==> src/verilog/rcc_macros.svh <==
`ifndef RCC_MACROS_SVH
`define RCC_MACROS_SVH

////////////////////////////////////////////////////////////////////////////
// bus clock-enable widths
////////////////////////////////////////////////////////////////////////////

// prescaler counter, enough for divide by 512
`define RCC_CNT_W 9

// hpre code width, 16 codes
`define RCC_HPRE_W 4

// apb prescaler code width
// d1ppre, d2ppre1, d2ppre2 and d3ppre share it
`define RCC_PPRE_W 3

`endif

==> src/verilog/rcc_pkg.sv <==
`include "rcc_macros.svh"

package rcc_pkg;

  // hpre: 0..7 pass, 8..11 div 2..16, 12..15 div 64..512
  typedef logic [`RCC_HPRE_W-1:0] t_hpre_code;

  // apb: 0..3 pass, 4..7 div 2..16
  typedef logic [`RCC_PPRE_W-1:0] t_ppre_code;

  typedef struct packed {
    t_hpre_code hpre;
    t_ppre_code d1ppre;
    t_ppre_code d2ppre1;
    t_ppre_code d2ppre2;
    t_ppre_code d3ppre;
  } t_prescale_cfg;

  typedef struct packed {
    logic sleep;
    logic deepsleep;
  } t_core_state;

  // peripheral allocation of one core
  typedef struct packed {
    logic ahb1;
    logic ahb2;
    logic ahb3;
    logic apb1;
    logic apb2;
    logic apb3;
  } t_bus_alloc;

  typedef struct packed {
    logic axi_d1;
    logic ahb3_d1;
    logic apb3_d1;
    logic ahb1_d2;
    logic ahb2_d2;
    logic apb1_d2;
    logic apb2_d2;
    logic flash;
  } t_bridge_busy;

  typedef struct packed {
    logic hclk;
    logic pclk3_d1;
    logic pclk1_d2;
    logic pclk2_d2;
    logic pclk4_d3;
  } t_bus_tick;

  // one bit per bridge, enables and strobes alike
  typedef struct packed {
    logic axi_d1;
    logic ahb3_d1;
    logic apb3_d1;
    logic ahb1_d2;
    logic ahb2_d2;
    logic apb1_d2;
    logic apb2_d2;
    logic ahb4_d3;
    logic apb4_d3;
  } t_bridge_vec;

endpackage

==> src/verilog/rcc_prescaler.sv <==
`timescale 1ns/1ps
`include "rcc_macros.svh"

module rcc_prescaler import rcc_pkg::*; #(
  parameter type SEL_T = t_ppre_code
) (
  input  logic i_sys_clk,
  input  logic i_rst_n,
  input  logic i_advance,
  input  SEL_T i_code,
  output logic o_tick
);

  // a code as wide as hpre gets the hpre decoding
  localparam bit IS_HPRE = ($bits(SEL_T) == `RCC_HPRE_W);

  SEL_T                  code_q;
  logic [`RCC_CNT_W-1:0] cnt_q;
  logic [`RCC_CNT_W-1:0] last;

  // terminal count, divisor minus one
  function automatic logic [`RCC_CNT_W-1:0] last_count(input SEL_T code);
    logic [3:0]            shamt;
    logic [`RCC_CNT_W-1:0] ones;
    shamt = '0;
    ones  = '1;
    if (code[$bits(SEL_T)-1]) begin
      if (IS_HPRE) begin
        // upper half jumps one step, no divide by 32
        shamt = 4'(code[2:0]) + 4'd1 + 4'(code[2]);
      end else begin
        shamt = 4'(code[1:0]) + 4'd1;
      end
    end
    return ~(ones << shamt);
  endfunction

  assign last = last_count(code_q);

  always_ff @(posedge i_sys_clk or negedge i_rst_n) begin
    if (!i_rst_n) begin
      code_q <= '0;
      cnt_q  <= '0;
      o_tick <= 1'b0;
    end else begin
      code_q <= i_code;
      o_tick <= 1'b0;
      if (i_code != code_q) begin
        // new divisor, start counting afresh
        cnt_q <= '0;
      end else if (i_advance) begin
        if (cnt_q == last) begin
          cnt_q  <= '0;
          o_tick <= 1'b1;
        end else begin
          cnt_q <= cnt_q + 1'b1;
        end
      end
    end
  end

endmodule

==> src/verilog/rcc_bus_prescalers.sv <==
`timescale 1ns/1ps

module rcc_bus_prescalers import rcc_pkg::*; (
  input  logic          i_sys_clk,
  input  logic          i_rst_n,
  input  t_prescale_cfg i_cfg,
  output t_bus_tick     o_tick
);

  logic       hclk_tick;
  t_ppre_code ppre_code [4];
  logic [3:0] pclk_tick;

  ////////////////////////////////////////////////////////////////////////////
  // ahb prescaler, runs on every system clock
  ////////////////////////////////////////////////////////////////////////////
  rcc_prescaler #(
    .SEL_T (t_hpre_code)
  ) u_hpre (
    .i_sys_clk (i_sys_clk),
    .i_rst_n   (i_rst_n),
    .i_advance (1'b1),
    .i_code    (i_cfg.hpre),
    .o_tick    (hclk_tick)
  );

  ////////////////////////////////////////////////////////////////////////////
  // apb prescalers, advanced by the hclk tick
  ////////////////////////////////////////////////////////////////////////////
  assign ppre_code[0] = i_cfg.d1ppre;
  assign ppre_code[1] = i_cfg.d2ppre1;
  assign ppre_code[2] = i_cfg.d2ppre2;
  assign ppre_code[3] = i_cfg.d3ppre;

  for (genvar i = 0; i < 4; i++) begin : g_ppre
    rcc_prescaler #(
      .SEL_T (t_ppre_code)
    ) u_ppre (
      .i_sys_clk (i_sys_clk),
      .i_rst_n   (i_rst_n),
      .i_advance (hclk_tick),
      .i_code    (ppre_code[i]),
      .o_tick    (pclk_tick[i])
    );
  end

  assign o_tick.hclk     = hclk_tick;
  assign o_tick.pclk3_d1 = pclk_tick[0];
  assign o_tick.pclk1_d2 = pclk_tick[1];
  assign o_tick.pclk2_d2 = pclk_tick[2];
  assign o_tick.pclk4_d3 = pclk_tick[3];

endmodule

==> src/verilog/rcc_gate_ctrl.sv <==
`timescale 1ns/1ps

module rcc_gate_ctrl import rcc_pkg::*; (
  input  logic         i_sys_clk,
  input  logic         i_rst_n,
  input  t_core_state  i_c1,
  input  t_core_state  i_c2,
  input  t_bus_alloc   i_c1_alloc,
  input  t_bus_alloc   i_c2_alloc,
  input  t_bridge_busy i_busy,
  input  logic         i_d1_run,
  input  logic         i_d2_run,
  input  logic         i_sys_stop,
  output t_bridge_vec  o_bridge_en
);

  logic        c1_sleep_mode;
  logic        c2_sleep_mode;
  t_bus_alloc  alloc_hit;
  logic        d1_ok;
  logic        d2_ok;
  logic        apb1_d2_raw;
  logic        apb2_d2_raw;
  logic        apb3_d1_raw;
  t_bridge_vec en_d;
  t_bridge_vec en_q;

  ////////////////////////////////////////////////////////////////////////////
  // sleep-aware bridge requests
  ////////////////////////////////////////////////////////////////////////////

  // plain sleep, deep-sleep excluded
  assign c1_sleep_mode = i_c1.sleep & ~i_c1.deepsleep;
  assign c2_sleep_mode = i_c2.sleep & ~i_c2.deepsleep;

  // bus kept alive by a sleeping core that owns it
  assign alloc_hit = ({6{c1_sleep_mode}} & i_c1_alloc) |
                     ({6{c2_sleep_mode}} & i_c2_alloc);

  assign apb1_d2_raw = ~i_c2.sleep | alloc_hit.apb1 | i_busy.apb1_d2;
  assign apb2_d2_raw = ~i_c2.sleep | alloc_hit.apb2 | i_busy.apb2_d2;
  assign apb3_d1_raw = ~i_c1.sleep | alloc_hit.apb3 | i_busy.apb3_d1;

  // domain qualification
  assign d1_ok = i_d1_run & ~i_sys_stop;
  assign d2_ok = i_d2_run & ~i_sys_stop;

  always_comb begin
    en_d.axi_d1  = d1_ok & (~i_c1.sleep | i_busy.axi_d1);
    // apb3 hangs off ahb3, flash too
    en_d.ahb3_d1 = d1_ok & (~i_c1.sleep | alloc_hit.ahb3 | apb3_d1_raw |
                            i_busy.ahb3_d1 | i_busy.flash);
    en_d.apb3_d1 = d1_ok & apb3_d1_raw;
    // apb1 and apb2 sit behind ahb1
    en_d.ahb1_d2 = d2_ok & (~i_c2.sleep | alloc_hit.ahb1 | i_busy.ahb1_d2 |
                            apb1_d2_raw | apb2_d2_raw);
    en_d.ahb2_d2 = d2_ok & (~i_c2.sleep | alloc_hit.ahb2 | i_busy.ahb2_d2);
    en_d.apb1_d2 = d2_ok & apb1_d2_raw;
    en_d.apb2_d2 = d2_ok & apb2_d2_raw;
    // d3 only stops with the system
    en_d.ahb4_d3 = ~i_sys_stop;
    en_d.apb4_d3 = ~i_sys_stop;
  end

  always_ff @(posedge i_sys_clk or negedge i_rst_n) begin
    if (!i_rst_n) begin
      en_q <= '0;
    end else begin
      en_q <= en_d;
    end
  end

  assign o_bridge_en = en_q;

endmodule

==> src/verilog/rcc_bridge_stb.sv <==
`timescale 1ns/1ps

module rcc_bridge_stb import rcc_pkg::*; (
  input  logic        i_sys_clk,
  input  logic        i_rst_n,
  input  t_bus_tick   i_tick,
  input  t_bridge_vec i_bridge_en,
  output t_bridge_vec o_bridge_stb
);

  t_bridge_vec tick_map;

  // bus tick seen by each bridge
  assign tick_map.axi_d1  = i_tick.hclk;
  assign tick_map.ahb3_d1 = i_tick.hclk;
  assign tick_map.apb3_d1 = i_tick.pclk3_d1;
  assign tick_map.ahb1_d2 = i_tick.hclk;
  assign tick_map.ahb2_d2 = i_tick.hclk;
  assign tick_map.apb1_d2 = i_tick.pclk1_d2;
  assign tick_map.apb2_d2 = i_tick.pclk2_d2;
  assign tick_map.ahb4_d3 = i_tick.hclk;
  assign tick_map.apb4_d3 = i_tick.pclk4_d3;

  // one-cycle strobe per enabled bridge
  always_ff @(posedge i_sys_clk or negedge i_rst_n) begin
    if (!i_rst_n) begin
      o_bridge_stb <= '0;
    end else begin
      o_bridge_stb <= tick_map & i_bridge_en;
    end
  end

endmodule

==> src/verilog/rcc_bus_clk_en.sv <==
`timescale 1ns/1ps

module rcc_bus_clk_en import rcc_pkg::*; (
  input  logic          i_sys_clk,
  input  logic          i_rst_n,
  input  t_prescale_cfg i_cfg,
  input  t_core_state   i_c1,
  input  t_core_state   i_c2,
  input  t_bus_alloc    i_c1_alloc,
  input  t_bus_alloc    i_c2_alloc,
  input  t_bridge_busy  i_busy,
  input  logic          i_d1_run,
  input  logic          i_d2_run,
  input  logic          i_sys_stop,
  output t_bridge_vec   o_bridge_stb
);

  t_bus_tick   bus_tick;
  t_bridge_vec bridge_en;

  // tick branch
  rcc_bus_prescalers u_prescalers (
    .i_sys_clk (i_sys_clk),
    .i_rst_n   (i_rst_n),
    .i_cfg     (i_cfg),
    .o_tick    (bus_tick)
  );

  // enable branch
  rcc_gate_ctrl u_gate_ctrl (
    .i_sys_clk   (i_sys_clk),
    .i_rst_n     (i_rst_n),
    .i_c1        (i_c1),
    .i_c2        (i_c2),
    .i_c1_alloc  (i_c1_alloc),
    .i_c2_alloc  (i_c2_alloc),
    .i_busy      (i_busy),
    .i_d1_run    (i_d1_run),
    .i_d2_run    (i_d2_run),
    .i_sys_stop  (i_sys_stop),
    .o_bridge_en (bridge_en)
  );

  rcc_bridge_stb u_bridge_stb (
    .i_sys_clk    (i_sys_clk),
    .i_rst_n      (i_rst_n),
    .i_tick       (bus_tick),
    .i_bridge_en  (bridge_en),
    .o_bridge_stb (o_bridge_stb)
  );

endmodule

==> config.mk <==
export PLATFORM = sky130hd
export DESIGN_NAME = rcc_bus_clk_en
export DESIGN_NICKNAME = d
export VERILOG_FILES = /design/src/verilog/rcc_pkg.sv /design/src/verilog/rcc_prescaler.sv /design/src/verilog/rcc_bus_prescalers.sv /design/src/verilog/rcc_gate_ctrl.sv /design/src/verilog/rcc_bridge_stb.sv /design/src/verilog/rcc_bus_clk_en.sv
export VERILOG_INCLUDE_DIRS = /design/src /design/src/verilog
export SDC_FILE = /design/constraint.sdc
export NUM_CORES = 1
export LEC_CHECK = 0
export ABC_AREA = 1
export BUFFER_PORTS_ARGS = -buffer_cell sky130_fd_sc_hd__buf_2
export CORE_ASPECT_RATIO = 0.75
export CORE_MARGIN = 3
export CORE_UTILIZATION = 45
export CTS_CLUSTER_DIAMETER = 200
export DETAILED_ROUTE_END_ITERATION = 8
export GPL_TIMING_DRIVEN = 0
export PLACE_DENSITY_LB_ADDON = 0.1
export SLEW_MARGIN = 30
export SYNTH_ARGS = -nofsm -noshare
export SYNTH_HDL_FRONTEND = slang
export SYNTH_SLANG_ARGS = --single-unit
==> constraint.sdc <==
create_clock -name i_sys_clk -period 2.54 [get_ports i_sys_clk]
set_clock_uncertainty 0.05 [all_clocks]
set_input_delay 0.127 -clock i_sys_clk [delete_from_list [all_inputs] [get_ports i_sys_clk]]
set_output_delay 0.127 -clock i_sys_clk [all_outputs]
set_load 0.05 [all_outputs]
Word level (Yosys, flattened, before mapping)
Index checks and enable logic that the tools add are counted.

operators by class
  reductions and logical operators = 4
  add/sub/neg operators = 11
  shift-type cells = 5
  muxes and demuxes = 33
  bitwise operators = 42
  equality and inequality tests = 10

operators by type and width
  cell                 number
  $mux 9               14
  $add 9x1->9 const B  5
  $eq 9x9->1           5
  $not 9->9            5
  $shl 9x4->9 const A  5
  $mux 4               5
  $or 1x1->1           17
  $mux 1               14
  $add 2x1->3 const B  4
  $and 6x6->6          2
  $ne 3x3->1           4
  $and 1x1->1          11
  $and 9x9->9          1
  $reduce_bool 2->1    4
  $or 6x6->6           1
  $not 1->1            5
  $add 3x1->4 const B  1
  $add 4x1->4          1
  $ne 4x4->1           1

storage, ports and cells
  input bits = 45
  register bits = 83
  output and inout bits = 9
  logic and storage cells = 137

Logic depth before layout (Yosys ltp)
Gate-level depths: netlist of run 1.

  word-level depth = 10
  gate-level depth with buffers = 16
  depth with buffers taken out = 16

Cells and area by module
Synthesis of run 1 repeated with hierarchy kept, for this count alone.

second synthesis, totals
  cells, all modules = 730
  area, all modules = 5,333.9 um2

by module, submodules not included
  module                                              sequential area each (um2)  instances  cells each  area an instance (um2)
  rcc_prescaler at u_prescalers.g_ppre[0].u_ppre ...  325.3                       4          122         900.9
  rcc_prescaler at u_prescalers.u_hpre                350.3                       1          158         1,023.5
  rcc_gate_ctrl                                       200.2                       1          55          402.9
  rcc_bridge_stb                                      225.2                       1          27          292.8
  rcc_bus_prescalers                                  0.0                         1          2           11.3

Worst setup path after synthesis of run 1
OpenSTA, ideal clock, no wires.

  path kind = reg2reg
  start = register u_prescalers.u_hpre.code_q[2] in the netlist's numbering
  end = register u_prescalers.u_hpre.cnt_q[2]
  path slack = 0.533 ns
  arrival time = 1.837 ns
  clock period less this slack = 2.007 ns
  buffers on the path = 0
  setup time = 0.120 ns
  cell stages (with the launch flop) = 15
  required time = 2.370 ns
  path through = dfrtp_1 > inv_2 > ha_1 > inv_1 > ha_1 > o21ai_0 > nand2_1 > nand2_1 > nand2_1 > nand2_1 > nand2_1 > nor2_1 > nand2_2 > nand2_4 > nor2_1

between the ends
  cells in the longest elaborated chain, start to end = 8
  elaborated cells on any way between the ends = 9
  those cells by class = add/sub: 2; eq/ne: 2; shift: 1; mux: 3; bitwise: 1

RTL lines
  item                    line                 source
  from (decl)             rcc_prescaler.sv:17  SEL_T code_q;
  from (signal assigned)  rcc_prescaler.sv:46  code_q <= i_code;
  $add 3x1->4             rcc_prescaler.sv:30  shamt = 4'(code[2:0]) + 4'd1 + 4'(code[2]);
  $add 4x1->4             rcc_prescaler.sv:30
  $mux 4                  rcc_prescaler.sv:27  if (code[$bits(SEL_T)-1]) begin
  $shl 9x4->9             rcc_prescaler.sv:35  return ~(ones << shamt);
  $not 9->9               rcc_prescaler.sv:35
  $eq 9x9->1              rcc_prescaler.sv:52  if (cnt_q == last) begin
  $mux 9                  rcc_prescaler.sv:52
  $mux 9 *                rcc_prescaler.sv:48  if (i_code != code_q) begin
  to (signal assigned)    rcc_prescaler.sv:56  cnt_q <= cnt_q + 1'b1;
  to (decl)               rcc_prescaler.sv:18  logic [`RCC_CNT_W-1:0] cnt_q;

Every way passes the cells marked *; elsewhere a longest branch is shown, timed or not.
A chain may end at the register's enable or synchronous reset.

Final worst setup path of run 1
Ends and elaborated chain as after synthesis.

==> results of run 1 <==
[cells by family (layout without fill, tap and decap cells)]
group | after synthesis | after routing | share of synthesized area [%]
xor+xnor | 57 | 57 | 10.6
flops | 83 | 83 | 43.9
simple gates | 313 | 313 | 29.6
fa+ha+maj | 11 | 11 | 2.91
compound gates | 43 | 43 | 5.35
buf+inv | 91 | 180 | 7.62
[layout by cell type, fill, tap and decap left out, types with 2 or more instances in the layout]
cell and count:
nor2_1 64, buf_2 52, nor3_1 9, ha_1 11, inv_1 84, bufinv_16 2, a21oi_1 7, nor2_2 7
dlygate4sd3_1 20, nand2_2 5, or2_2 5, xnor2_1 13, clkbuf_1 3, clkbuf_16 9, nand3_2 4, clkinvlp_4 2
dfrtp_1 83, o21ai_1 3, xor2_1 44, and3_1 2, buf_6 3, nand4_1 19, o21ai_0 23, nand2_4 2
nand3_1 41, nand2_1 151, a211oi_1 2
[report_power, final]
| part | switching (mW) | total (mW) | internal (mW) |
|---|---|---|---|
| Sequential | 0.0204 | 1.37 | 1.34 |
| Combinational | 0.205 | 0.343 | 0.139 |
| Clock | 0.508 | 1.39 | 0.883 |
[registers in the layout, indices dropped and copies added (netlist names)]
| name | cells |
|---|---|
| u_bridge_stb.o_bridge_stb | 9 |
| u_gate_ctrl.o_bridge_en | 8 |
| u_prescalers.g_ppre.u_ppre.cnt_q | 36 |
| u_prescalers.g_ppre.u_ppre.code_q | 12 |
| u_prescalers.g_ppre.u_ppre.o_tick | 4 |
| u_prescalers.u_hpre.cnt_q | 9 |
| u_prescalers.u_hpre.code_q | 4 |
| u_prescalers.u_hpre.o_tick | 1 |
[worst max-delay path, cell delays in order (launching register included)]
cell and delay, ns:
dfrtp_1 0.45, inv_2 0.08, ha_1 0.13, inv_1 0.04, ha_1 0.32, o21ai_1 0.26
nand2_1 0.12, nand2_1 0.07, nand2_1 0.05, nand2_1 0.06, nand2_1 0.05, nor2_1 0.18
nand2_2 0.11, nand2_4 0.15, nor2_1 0.06
[routing by layer]
metal  up-vias  wire length, um  global-route usage [%]
met5         -                0                       0
met4         0              167                    6.66
met3        12              477                    4.18
met2        86             4650                    30.9
met1      1831             4840                    24.0
li1       2059                -                       -
[synth_stat cells, drive strengths merged]
library cell	n
inv	85
a2111oi	1
nand2	158
clkbuf	2
nand3b	1
nand3	45
xor2	44
o31ai	1
a31oi	1
and3	2
a21oi	7
nor3	9
o2111ai	1
a211oi	2
dfrtp	83
o21ai	27
a221oi	1
xnor2	13
buf	4
nor3b	1
nor2	72
nor4	1
a21boi	1
ha	11
a22o	1
or2	5
nand4	19
[worst paths after layout]
path | startpoint | to | slack, ns | cells after the start
max in group asynchronous | i_rst_n | u_prescalers.g_ppre[2].u_ppre.code_q[1]$_DFF_PN0_ | 1.69 | 3
min reg2reg | u_gate_ctrl.o_bridge_en[4]$_DFF_PN0_ | u_bridge_stb.o_bridge_stb[4]$_DFF_PN0_ | 0.38 | 2
min in group asynchronous | i_rst_n | u_prescalers.g_ppre[3].u_ppre.cnt_q[3]$_DFFE_PN0P_ | 0.21 | 2
max reg2reg | u_prescalers.u_hpre.code_q[2]$_DFF_PN0_ | u_prescalers.u_hpre.cnt_q[2]$_DFF_PN0_ | 0.26 | 14
min | i_d2_run | u_gate_ctrl.o_bridge_en[5]$_DFF_PN0_ | 0.02 | 3
max | u_prescalers.u_hpre.code_q[2]$_DFF_PN0_ | u_prescalers.u_hpre.cnt_q[2]$_DFF_PN0_ | 0.26 | 14
[what timing repair did]
| action | CTS | global route |
|---|---|---|
| hold endpoints to repair | 65 | 0 |
| setup buffers | 0 | 0 |
| resized for setup | 0 | 1 |
| hold buffers | 20 | 0 |
| setup endpoints to repair | 0 | 9 |
[per-stage QoR]
step | hold WS (ns) | total power [mW] | std cells | worst slack [ns] | utilization [%]
floorplan | -0.219 | 1.59 | 598 | 0.533 | -
global placement | 0.209 | 1.70 | 783 | 0.264 | 52.0
detailed placement | 0.00112 | 1.71 | 784 | 0.193 | 52.3
CTS | 0.00697 | 3.14 | 819 | 0.177 | 57.5
global route | 0.0271 | 3.24 | 819 | 0.0950 | 57.5
finish | 0.0217 | 3.10 | 819 | 0.257 | 57.5
[cell type report]
class	count	area [um^2]	share of cell area [%]
plain buffers	6	41.3	0.723
clock buffers	11	243	4.25
inverters	85	319	5.59
well taps	132	165	2.89
multi-input cells	424	2290	40.1
flip-flops and latches	83	2080	36.4
clock inverters	4	75.1	1.31
repair buffers	74	499	8.74
==> flow_metrics.tcl, run 1 <==
set metrics [dict create \
    route.detailed.drc 0 \
    worstPathArrival_ns 2.45 \
    grt_pass1_wl_um 18000 \
    port_buffers 53 \
    place_hpwl_um 7310 \
    cap_violations 0 \
    start_util_pct 47.6 \
    synth_area_per_cell_um2 7.91 \
    grt_start_max_net_pins 49 \
    cts_root_buf "clkbuf_16" \
    peakVddDrop_mv 0.433 \
    crit_path_max_fanout 9 \
    num_antenna_cells 0 \
    viasPerCell 4.87 \
    die-area_mm2 0.0118 \
    numCtsBuffers 9 \
    fp.dieW_um 124 \
    synth_top_cell_by_area "dfrtp_1" \
    start_kind "flop" \
    antenna_found_initial 0 \
    grt_pass1_vias 3966 \
    coreArea_mm2 0.00993 \
    fmax_ghz 0.438 \
    outcome "complete, no violations" \
    ys_seq_elements 83 \
    drt-total-wl_um 10100 \
    cp-end-kind "flop" \
    relSlewSlack_pct 59.8 \
    yosysWarnings 0 \
    clk_pin_slew_ns 0.06 \
    synth.area.top_cells "dfrtp_1, nand2_1, xor2_1, inv_1, nor2_1" \
    die_y_um 94.8 \
    synth_nets 654 \
    period_share_pct 89.9 \
    gp_routability_congestion 0.865 \
    dr_total_vias 3988 \
    leakagePower_nw 2.94 \
    finalSetupViolCount 0 \
    wire_per_inst_um 12.4 \
    ys_seq_area_share_pct 43.9 \
    clock_path_buffers 2 \
    final_net_count 739 \
    setup_tns_ns 0 \
    crit_required_ns 2.70 \
    drive_gt1_share_pct 14.3 \
    power.density_mw_per_mm2 543 \
    placed_cell_area_mm2 0.00519 \
    ant_nets 0 \
    timing_worst_setup_path_type "flop to flop" \
    min_path_type "primary input to flop" \
    clock-sinks 83 \
    syn-instance-count 598 \
    syn2layout_area_growth_pct 20.8 \
    synthDistinctLibCells 37 \
    rsz0062_at_grt "false" \
    firstDrtPassIters 4 \
    finalCriticalPeriod_ns 2.28 \
    track_usage_pct 18.5 \
    overflow 0 \
    hold_viol 0 \
    pin_count 54 \
    fillCellCount 940 \
    htree_num_levels 3 \
    core.rowCount 31 \
    synth.cell_area_mm2 0.00473 \
    slew_viol_final 0 \
    tightest_slew_ns 0.603 \
    synth_top_area_share_pct 43.9 \
    cts_tree "built" \
    first_iter_violations 219 \
    design_area_mm2 0.00571 \
    clock_latency_ns 0.33 \
]
No activity file was read; power rests on OpenSTA's default activity.
==> inputs of run 2 (changes only) <==
--- a/config.mk
+++ b/config.mk
@@ -6,14 +6,13 @@
 export SDC_FILE = /design/constraint.sdc
 export NUM_CORES = 1
 export LEC_CHECK = 0
-export ABC_AREA = 1
 export BUFFER_PORTS_ARGS = -buffer_cell sky130_fd_sc_hd__buf_2
 export CORE_ASPECT_RATIO = 0.75
-export CORE_MARGIN = 3
 export CORE_UTILIZATION = 45
 export CTS_CLUSTER_DIAMETER = 200
 export DETAILED_ROUTE_END_ITERATION = 8
 export GPL_TIMING_DRIVEN = 0
+export MAX_ROUTING_LAYER = met4
 export PLACE_DENSITY_LB_ADDON = 0.1
 export SLEW_MARGIN = 30
 export SYNTH_ARGS = -nofsm -noshare
==> run 2 against run 1 <==
Combinational power increased by 17%. Setup slack got worse by 0.25 ns. Non-clock buffer count increased by 23. Wire length increased by 6.6%. Final cell count decreased by 9.9%. Register-to-register slack got worse by 0.25 ns. Worst hold slack improved by 0.0022 ns. Critical path depth decreased by 2. Die area decreased by 7.9%. Design area increased by 3.1%. Power increased by 4.7%. Utilization increased by 2.0 points. Critical path type unchanged. Largest cell class unchanged.
==> flow_metrics.tcl, run 2 <==
set metrics [dict create \
    rsz0062_at_grt "true" \
    cap_violations 0 \
    seqCellArea_mm2 0.00208 \
    pin_count 54 \
    crit_required_ns 2.69 \
    worstPathArrival_ns 2.69 \
    gp_routability_congestion 0.854 \
    synth_nets 561 \
    finalPower_mw 3.25 \
    yosysWarnings 0 \
    setup_tns_ns 0 \
    overflow 0 \
    num_antenna_cells 0 \
    min_path_type "primary input to flop" \
    core.rowCount 31 \
    peakVddDrop_mv 0.374 \
    whs_ns 0.0239 \
    grt_start_max_net_pins 72 \
    synth.cell_area_mm2 0.00470 \
    syn2layout_area_growth_pct 25.3 \
    antenna_found_initial 0 \
    cp_common_cell "ha_4" \
    synth_edf_count 0 \
    drive_gt1_share_pct 17.8 \
    die_y_um 90.5 \
    hold_viol 0 \
    synth.area.top_cells "dfrtp_1, nand3_1, xnor2_1, nand2_1, xor2_1" \
    fillCellCount 849 \
    place_hpwl_um 7410 \
    synthArstFlopShare_pct 100 \
    outcome "complete, no violations" \
    viasPerCell 5.59 \
    final_cell_mix "dfrtp_1, buf_2, nand2_1, nand3_1, nor2_1" \
    cts_tree "built" \
    synth_ff_type "dfrtp_1" \
    cts_root_buf "clkbuf_16" \
    path_cells "buf_6 -> inv_6 -> ha_4 -> inv_2 -> ha_4 -> nand2b_4 -> or3_4 -> a221oi_2 -> o32ai_2 -> nor4_4 -> buf_4 -> nor3_1" \
    finalCriticalPeriod_ns 2.54 \
    wire_per_inst_um 14.6 \
    cp-end-kind "flop" \
    clock-sinks 83 \
    ant_nets 0 \
    coreArea_mm2 0.00989 \
    route.detailed.drc 0 \
    track_usage_pct 21.2 \
    largest-register "u_prescalers.g_ppre.u_ppre.cnt_q" \
    power.density_mw_per_mm2 551 \
    fmax_ghz 0.394 \
    largest_reg_flops 36 \
    port_buffers 53 \
    ys_seq_area_share_pct 44.2 \
    synth_area_per_cell_um2 9.31 \
    syn-instance-count 505 \
    die-area_mm2 0.0109 \
    finalSetupViolCount 0 \
    path_delay_family "simple AND/OR/NAND/NOR gates" \
    first_iter_violations 165 \
    clock_path_buffers 2 \
    cpPeakStageDelay_ns 0.37 \
    fp.dieW_um 120 \
    synth_common_cells "dfrtp_1, nand2_1, nand3_1" \
    relSlewSlack_pct 53.9 \
    grt_pass1_vias 3838 \
    final_net_count 657 \
    ys_seq_elements 83 \
    clk_pin_slew_ns 0.06 \
    crit_buf_inv 4 \
    htree_num_levels 3 \
    synthDistinctLibCells 65 \
    start_kind "flop" \
    synth.most_common_cell "dfrtp_1" \
    timing_worst_setup_path_type "flop to flop" \
    leakagePower_nw 2.63 \
    clock_latency_ns 0.33 \
    slowest_stage "dfrtp_1" \
    start_util_pct 47.5 \
    numCtsBuffers 9 \
    multi_input_area_mm2 0.00255 \
    dr_total_vias 4122 \
    synth_top_cell_by_area "dfrtp_1" \
    synth_top_area_share_pct 44.2 \
    grt_pass1_wl_um 18200 \
    slew_viol_final 0 \
    layout_commonest_cell "dfrtp_1" \
    utilization_pct 59.5 \
    period_share_pct 99.8 \
    reg_top3 "u_prescalers.g_ppre.u_ppre.cnt_q: 36 flops, u_prescalers.g_ppre.u_ppre.code_q: 12 flops" \
    crit_path_max_fanout 5 \
    tightest_slew_ns 0.675 \
    firstDrtPassIters 4 \
    drt-total-wl_um 10800 \
]
run 2: changes by cell type after synthesis, sizes merged, moves of 9 or more:
| cell | before | now |
|---|---|---|
| nor3 | 9 | 19 |
| nor2 | 72 | 27 |
| and3 | 2 | 13 |
| xor2 | 44 | 17 |
| clkbuf | 2 | 11 |
| a21oi | 7 | 23 |
| nand2 | 158 | 44 |
| nor2b | 0 | 11 |
| nand2b | 0 | 13 |
| inv | 85 | 20 |
| nand4 | 19 | 7 |
| and2 | 0 | 11 |
| or3 | 0 | 10 |
| xnor2 | 13 | 23 |
run 2: cells by family (layout without fill, tap and decap cells):
group | Yosys count | after routing | synth area share (%)
fa+ha+maj | 11 | 11 | 2.93
buf+inv | 38 | 139 | 3.49
xor+xnor | 40 | 40 | 7.45
flops | 83 | 83 | 44.2
compound gates | 103 | 103 | 14.8
mux | 1 | 1 | 0.213
simple gates | 229 | 229 | 27.0
run 2: tightest hold or removal path, stage by stage:
cell and delay, ns:
buf_2 0.07, a2111oi_0 0.08, nor2_1 0.08
run 2: area by class of cell:
type | count | share of cell area, %
Clock buffer | 11 | 4.12
Clock inverter | 5 | 1.70
Inverter | 20 | 1.36
Buffer | 17 | 1.32
Timing Repair Buffer | 86 | 10.1
Tap cell | 132 | 2.80
Multi-Input combinational cell | 384 | 43.3
Sequential cell | 83 | 35.3
run 2: report_power, final:
part,switching (mW),leakage (nW),internal [mW]
combinational,0.218,1.34,0.183
clock,0.496,0.169,0.984
sequential,0.0205,1.11,1.34
total,0.735,2.63,2.51
run 2: path summary, 6_finish.rpt:
kind | startpoint | endpoint | slack (ns) | depth (start not counted)
worst min-delay path | i_c1_alloc[4] | u_gate_ctrl.o_bridge_en[4]$_DFF_PN0_ | 0.02 | 3
worst min register to register | u_gate_ctrl.o_bridge_en[6]$_DFF_PN0_ | u_bridge_stb.o_bridge_stb[6]$_DFF_PN0_ | 0.39 | 1
worst max-delay path | u_prescalers.u_hpre.code_q[2]$_DFF_PN0_ | u_prescalers.u_hpre.cnt_q[2]$_DFF_PN0_ | 0.004 | 12
max in group asynchronous | i_rst_n | u_gate_ctrl.o_bridge_en[8]$_DFF_PN0_ | 1.75 | 3
min in group asynchronous | i_rst_n | u_prescalers.g_ppre[3].u_ppre.code_q[0]$_DFF_PN0_ | 0.12 | 2
worst max register to register | u_prescalers.u_hpre.code_q[2]$_DFF_PN0_ | u_prescalers.u_hpre.cnt_q[2]$_DFF_PN0_ | 0.004 | 12
run 2: layer usage:
| metal | vias to the layer above | global-route usage (%) | part of all wire, % |
|---|---|---|---|
| met2 | 76 | 32.1 | 46 |
| met1 | 2015 | 29.0 | 49 |
| met4 | 0 | 4.38 | 1.1 |
| met5 | - | - | 0 |
| li1 | 2018 | - | - |
| met3 | 13 | 4.73 | 3.6 |
run 2: what timing repair did:
| action | CTS | global route |
|---|---|---|
| resized for setup | 1 | 11 |
| endpoints found under the hold margin | 102 | 0 |
| endpoints found under the setup margin | 12 | 21 |
| hold buffers | 21 | 0 |
| setup buffers | 1 | 9 |
| pin swaps | 2 | 1 |
| cloned | 0 | 1 |
run 2: through the flow:
stage	cell area, um^2	worst slack, ns	instances
floorplan	4740	0.0182	505
global placement	5170	-0.193	690
detailed placement	5210	-0.232	691
CTS	5770	0.0192	729
global route	5890	-0.0967	738
finish	5890	0.00389	738
==> inputs of run 3 (changes only) <==
--- a/config.mk
+++ b/config.mk
@@ -7,6 +7,8 @@
 export NUM_CORES = 1
 export LEC_CHECK = 0
 export BUFFER_PORTS_ARGS = -buffer_cell sky130_fd_sc_hd__buf_2
+export CELL_PAD_IN_SITES_DETAIL_PLACEMENT = 0
+export CELL_PAD_IN_SITES_GLOBAL_PLACEMENT = 1
 export CORE_ASPECT_RATIO = 0.75
 export CORE_UTILIZATION = 45
 export CTS_CLUSTER_DIAMETER = 200
==> run 3 against run 2 <==
The flow now finishes with violations (setup timing). Critical path depth is the same. Wire length grew 0.83%. Global-route usage grew 0.36 points. Worst hold slack lost 0.015 ns. Die area is the same. Largest cell class unchanged.
==> flow_metrics.tcl, run 3 (synthesis gave the netlist of run 2 again) <==
set metrics [dict create \
    drive_gt1_share_pct 18.2 \
    relSlewSlack_pct 54.0 \
    layout_commonest_cell "dfrtp_1" \
    setup_tns_ns -0.168 \
    final_net_count 657 \
    grt_start_max_net_pins 55 \
    placed_cell_area_mm2 0.00521 \
    first_iter_violations 310 \
    ff2ff_setup_slack_ns -0.04 \
    antenna_found_initial 0 \
    slowest_stage "dfrtp_1" \
    finalCriticalPeriod_ns 2.58 \
    clock_path_buffers 2 \
    clock_latency_ns 0.34 \
    clock-sinks 83 \
    seq_power_share_pct 45.2 \
    core.rowCount 31 \
    whs_ns 0.00918 \
    p_clk_share_pct 41.4 \
    coreArea_mm2 0.00989 \
    cts_root_buf "clkbuf_16" \
    dr_total_vias 4047 \
    min_path_type "primary input to flop" \
    outcome "complete, but fails checks" \
    tightest_slew_ns 0.685 \
    clk_pin_slew_ns 0.07 \
    grt_pass1_vias 3733 \
    rsz0062_at_grt "true" \
    fmax_ghz 0.387 \
    track_usage_pct 21.5 \
    ant_nets 0 \
    finalSetupViolCount 7 \
    route.detailed.drc 0 \
    rr_startpoint "u_prescalers.u_hpre.code_q[2]$_DFF_PN0_" \
    firstDrtPassIters 5 \
    die-area_mm2 0.0109 \
    reg2reg_to "u_prescalers.u_hpre.cnt_q[4]$_DFF_PN0_" \
    path_cells "buf_8 -> clkinv_4 -> ha_4 -> inv_2 -> ha_4 -> xor2_4 -> or3_4 -> a221oi_4 -> o32ai_2 -> nor4_4 -> buf_4 -> nor3_1" \
    cap_violations 0 \
    htree_num_levels 3 \
    period_share_pct 102 \
    wire_per_inst_um 14.8 \
    largest_reg_flops 36 \
    stdcell_count 738 \
    reg_top3 "u_prescalers.g_ppre.u_ppre.cnt_q: 36 flops, u_prescalers.g_ppre.u_ppre.code_q: 12 flops" \
    hold_path_end "u_gate_ctrl.o_bridge_en[4]$_DFF_PN0_" \
    syn2layout_area_growth_pct 24.6 \
    overflow 0 \
    reg2reg_depth 12 \
    violations "setup timing" \
    leakagePower_nw 2.62 \
    viasPerCell 5.48 \
    drt-total-wl_um 10900 \
    cp-end-kind "flop" \
    slew_viol_final 0 \
    place_inst 691 \
    gp_routability_congestion 0.864 \
    fp.dieW_um 120 \
    p_sw_uw 810 \
    cts_tree "built" \
    start_kind "flop" \
    worstPathArrival_ns 2.74 \
    cp_common_cell "ha_4" \
    crit_required_ns 2.70 \
    start_util_pct 47.5 \
    grt_pass1_wl_um 18200 \
    dp_slack_ns -0.290 \
    largest-register "u_prescalers.g_ppre.u_ppre.cnt_q" \
    pin_count 54 \
    die_y_um 90.5 \
    p_int_mw 2.21 \
    power.density_mw_per_mm2 515 \
    port_buffers 53 \
    design_area_mm2 0.00586 \
    place_hpwl_um 7640 \
    num_antenna_cells 0 \
    min_path_cells 3 \
    timing_worst_setup_path_type "flop to flop" \
    hp-start "i_c1_alloc[4]" \
    peakVddDrop_mv 0.308 \
    final_cell_mix "dfrtp_1, buf_2, nand2_1, nand3_1, nor2_1" \
    hold_viol 0 \
    crit_path_max_fanout 6 \
    p_comb_share_pct 13.4 \
    cpPeakStageDelay_ns 0.38 \
    swShare_pct 26.8 \
    numCtsBuffers 9 \
    setup_ws_ns -0.0412 \
]
==> run 3: worst max-delay path, delay by kind of cell, from the launching register on <==
| kind | cells | cell delay [ns] |
|---|---|---|
| buffers and inverters | 4 | 0.40 |
| and+or+nand+nor | 3 | 0.71 |
| adders and majority gates | 2 | 0.29 |
| AOI/OAI and AO/OA | 2 | 0.42 |
| xor gates and xnor gates | 1 | 0.16 |
| DFF | 1 | 0.38 |
==> run 3: layout make-up <==
class | instances | area [um^2]
multi-input cells | 384 | 2560
clock buffers | 9 | 225
well taps | 132 | 165
repair buffers | 86 | 601
fillers | 901 | 4030
flip-flops and latches | 83 | 2080
inverters | 20 | 80.1
plain buffers | 17 | 81.3
clock inverters | 7 | 61.3
==> run 3: metrics by stage <==
| stage | util (%) | power (mW) |
|---|---|---|
| finish | 59.2 | 3.02 |
| global route | 59.2 | 3.16 |
| CTS | 57.8 | 3.02 |
| detailed placement | 52.6 | 1.73 |
| global placement | 52.3 | 1.72 |
| floorplan | - | 1.60 |
==> run 3: power groups by stage <==
stage / sequential (mW) / clock [mW] / combinational, mW
floorplan: 1.38 / 0 / 0.218
global placement: 1.39 / 0 / 0.329
detailed placement: 1.39 / 0 / 0.344
CTS: 1.36 / 1.28 / 0.372
global route: 1.37 / 1.34 / 0.446
finish: 1.36 / 1.25 / 0.403
==> run 3: how the worst max path moves through the flow <==
stage                                        endpoint  slack [ns]                                     from  depth (start not counted)
2_1_floorplan    u_prescalers.u_hpre.o_tick$_DFF_PN0_        0.02  u_prescalers.u_hpre.code_q[2]$_DFF_PN0_                         12
3_3_place_gp   u_prescalers.u_hpre.cnt_q[7]$_DFF_PN0_       -0.21  u_prescalers.u_hpre.code_q[2]$_DFF_PN0_                         12
3_5_place_dp   u_prescalers.u_hpre.cnt_q[6]$_DFF_PN0_       -0.29  u_prescalers.u_hpre.code_q[2]$_DFF_PN0_                         12
4_1_cts        u_prescalers.u_hpre.cnt_q[3]$_DFF_PN0_       0.003  u_prescalers.u_hpre.code_q[2]$_DFF_PN0_                         13
5_1_grt        u_prescalers.u_hpre.cnt_q[2]$_DFF_PN0_       -0.14  u_prescalers.u_hpre.code_q[2]$_DFF_PN0_                         12
6_report       u_prescalers.u_hpre.cnt_q[4]$_DFF_PN0_       -0.04  u_prescalers.u_hpre.code_q[2]$_DFF_PN0_                         12
==> run 3: routing by layer <==
metal	routed length, um	part of all wire [%]	track usage (%)	up-vias
met2	4640	43	30.1	112
met4	56	0.51	4.58	0
li1	-	-	-	2027
met1	5620	52	31.3	1903
met5	0	0	-	-
met3	580	5.3	5.30	5
==> run 3: what timing repair did <==
action                                 CTS  global route
gates resized for setup                  1            16
endpoints found under the hold margin  102             0
buffers inserted                         1             9
pin swaps                                3             7
gates cloned                             0             1
hold buffers                            21             0
setup endpoints to repair               12            18
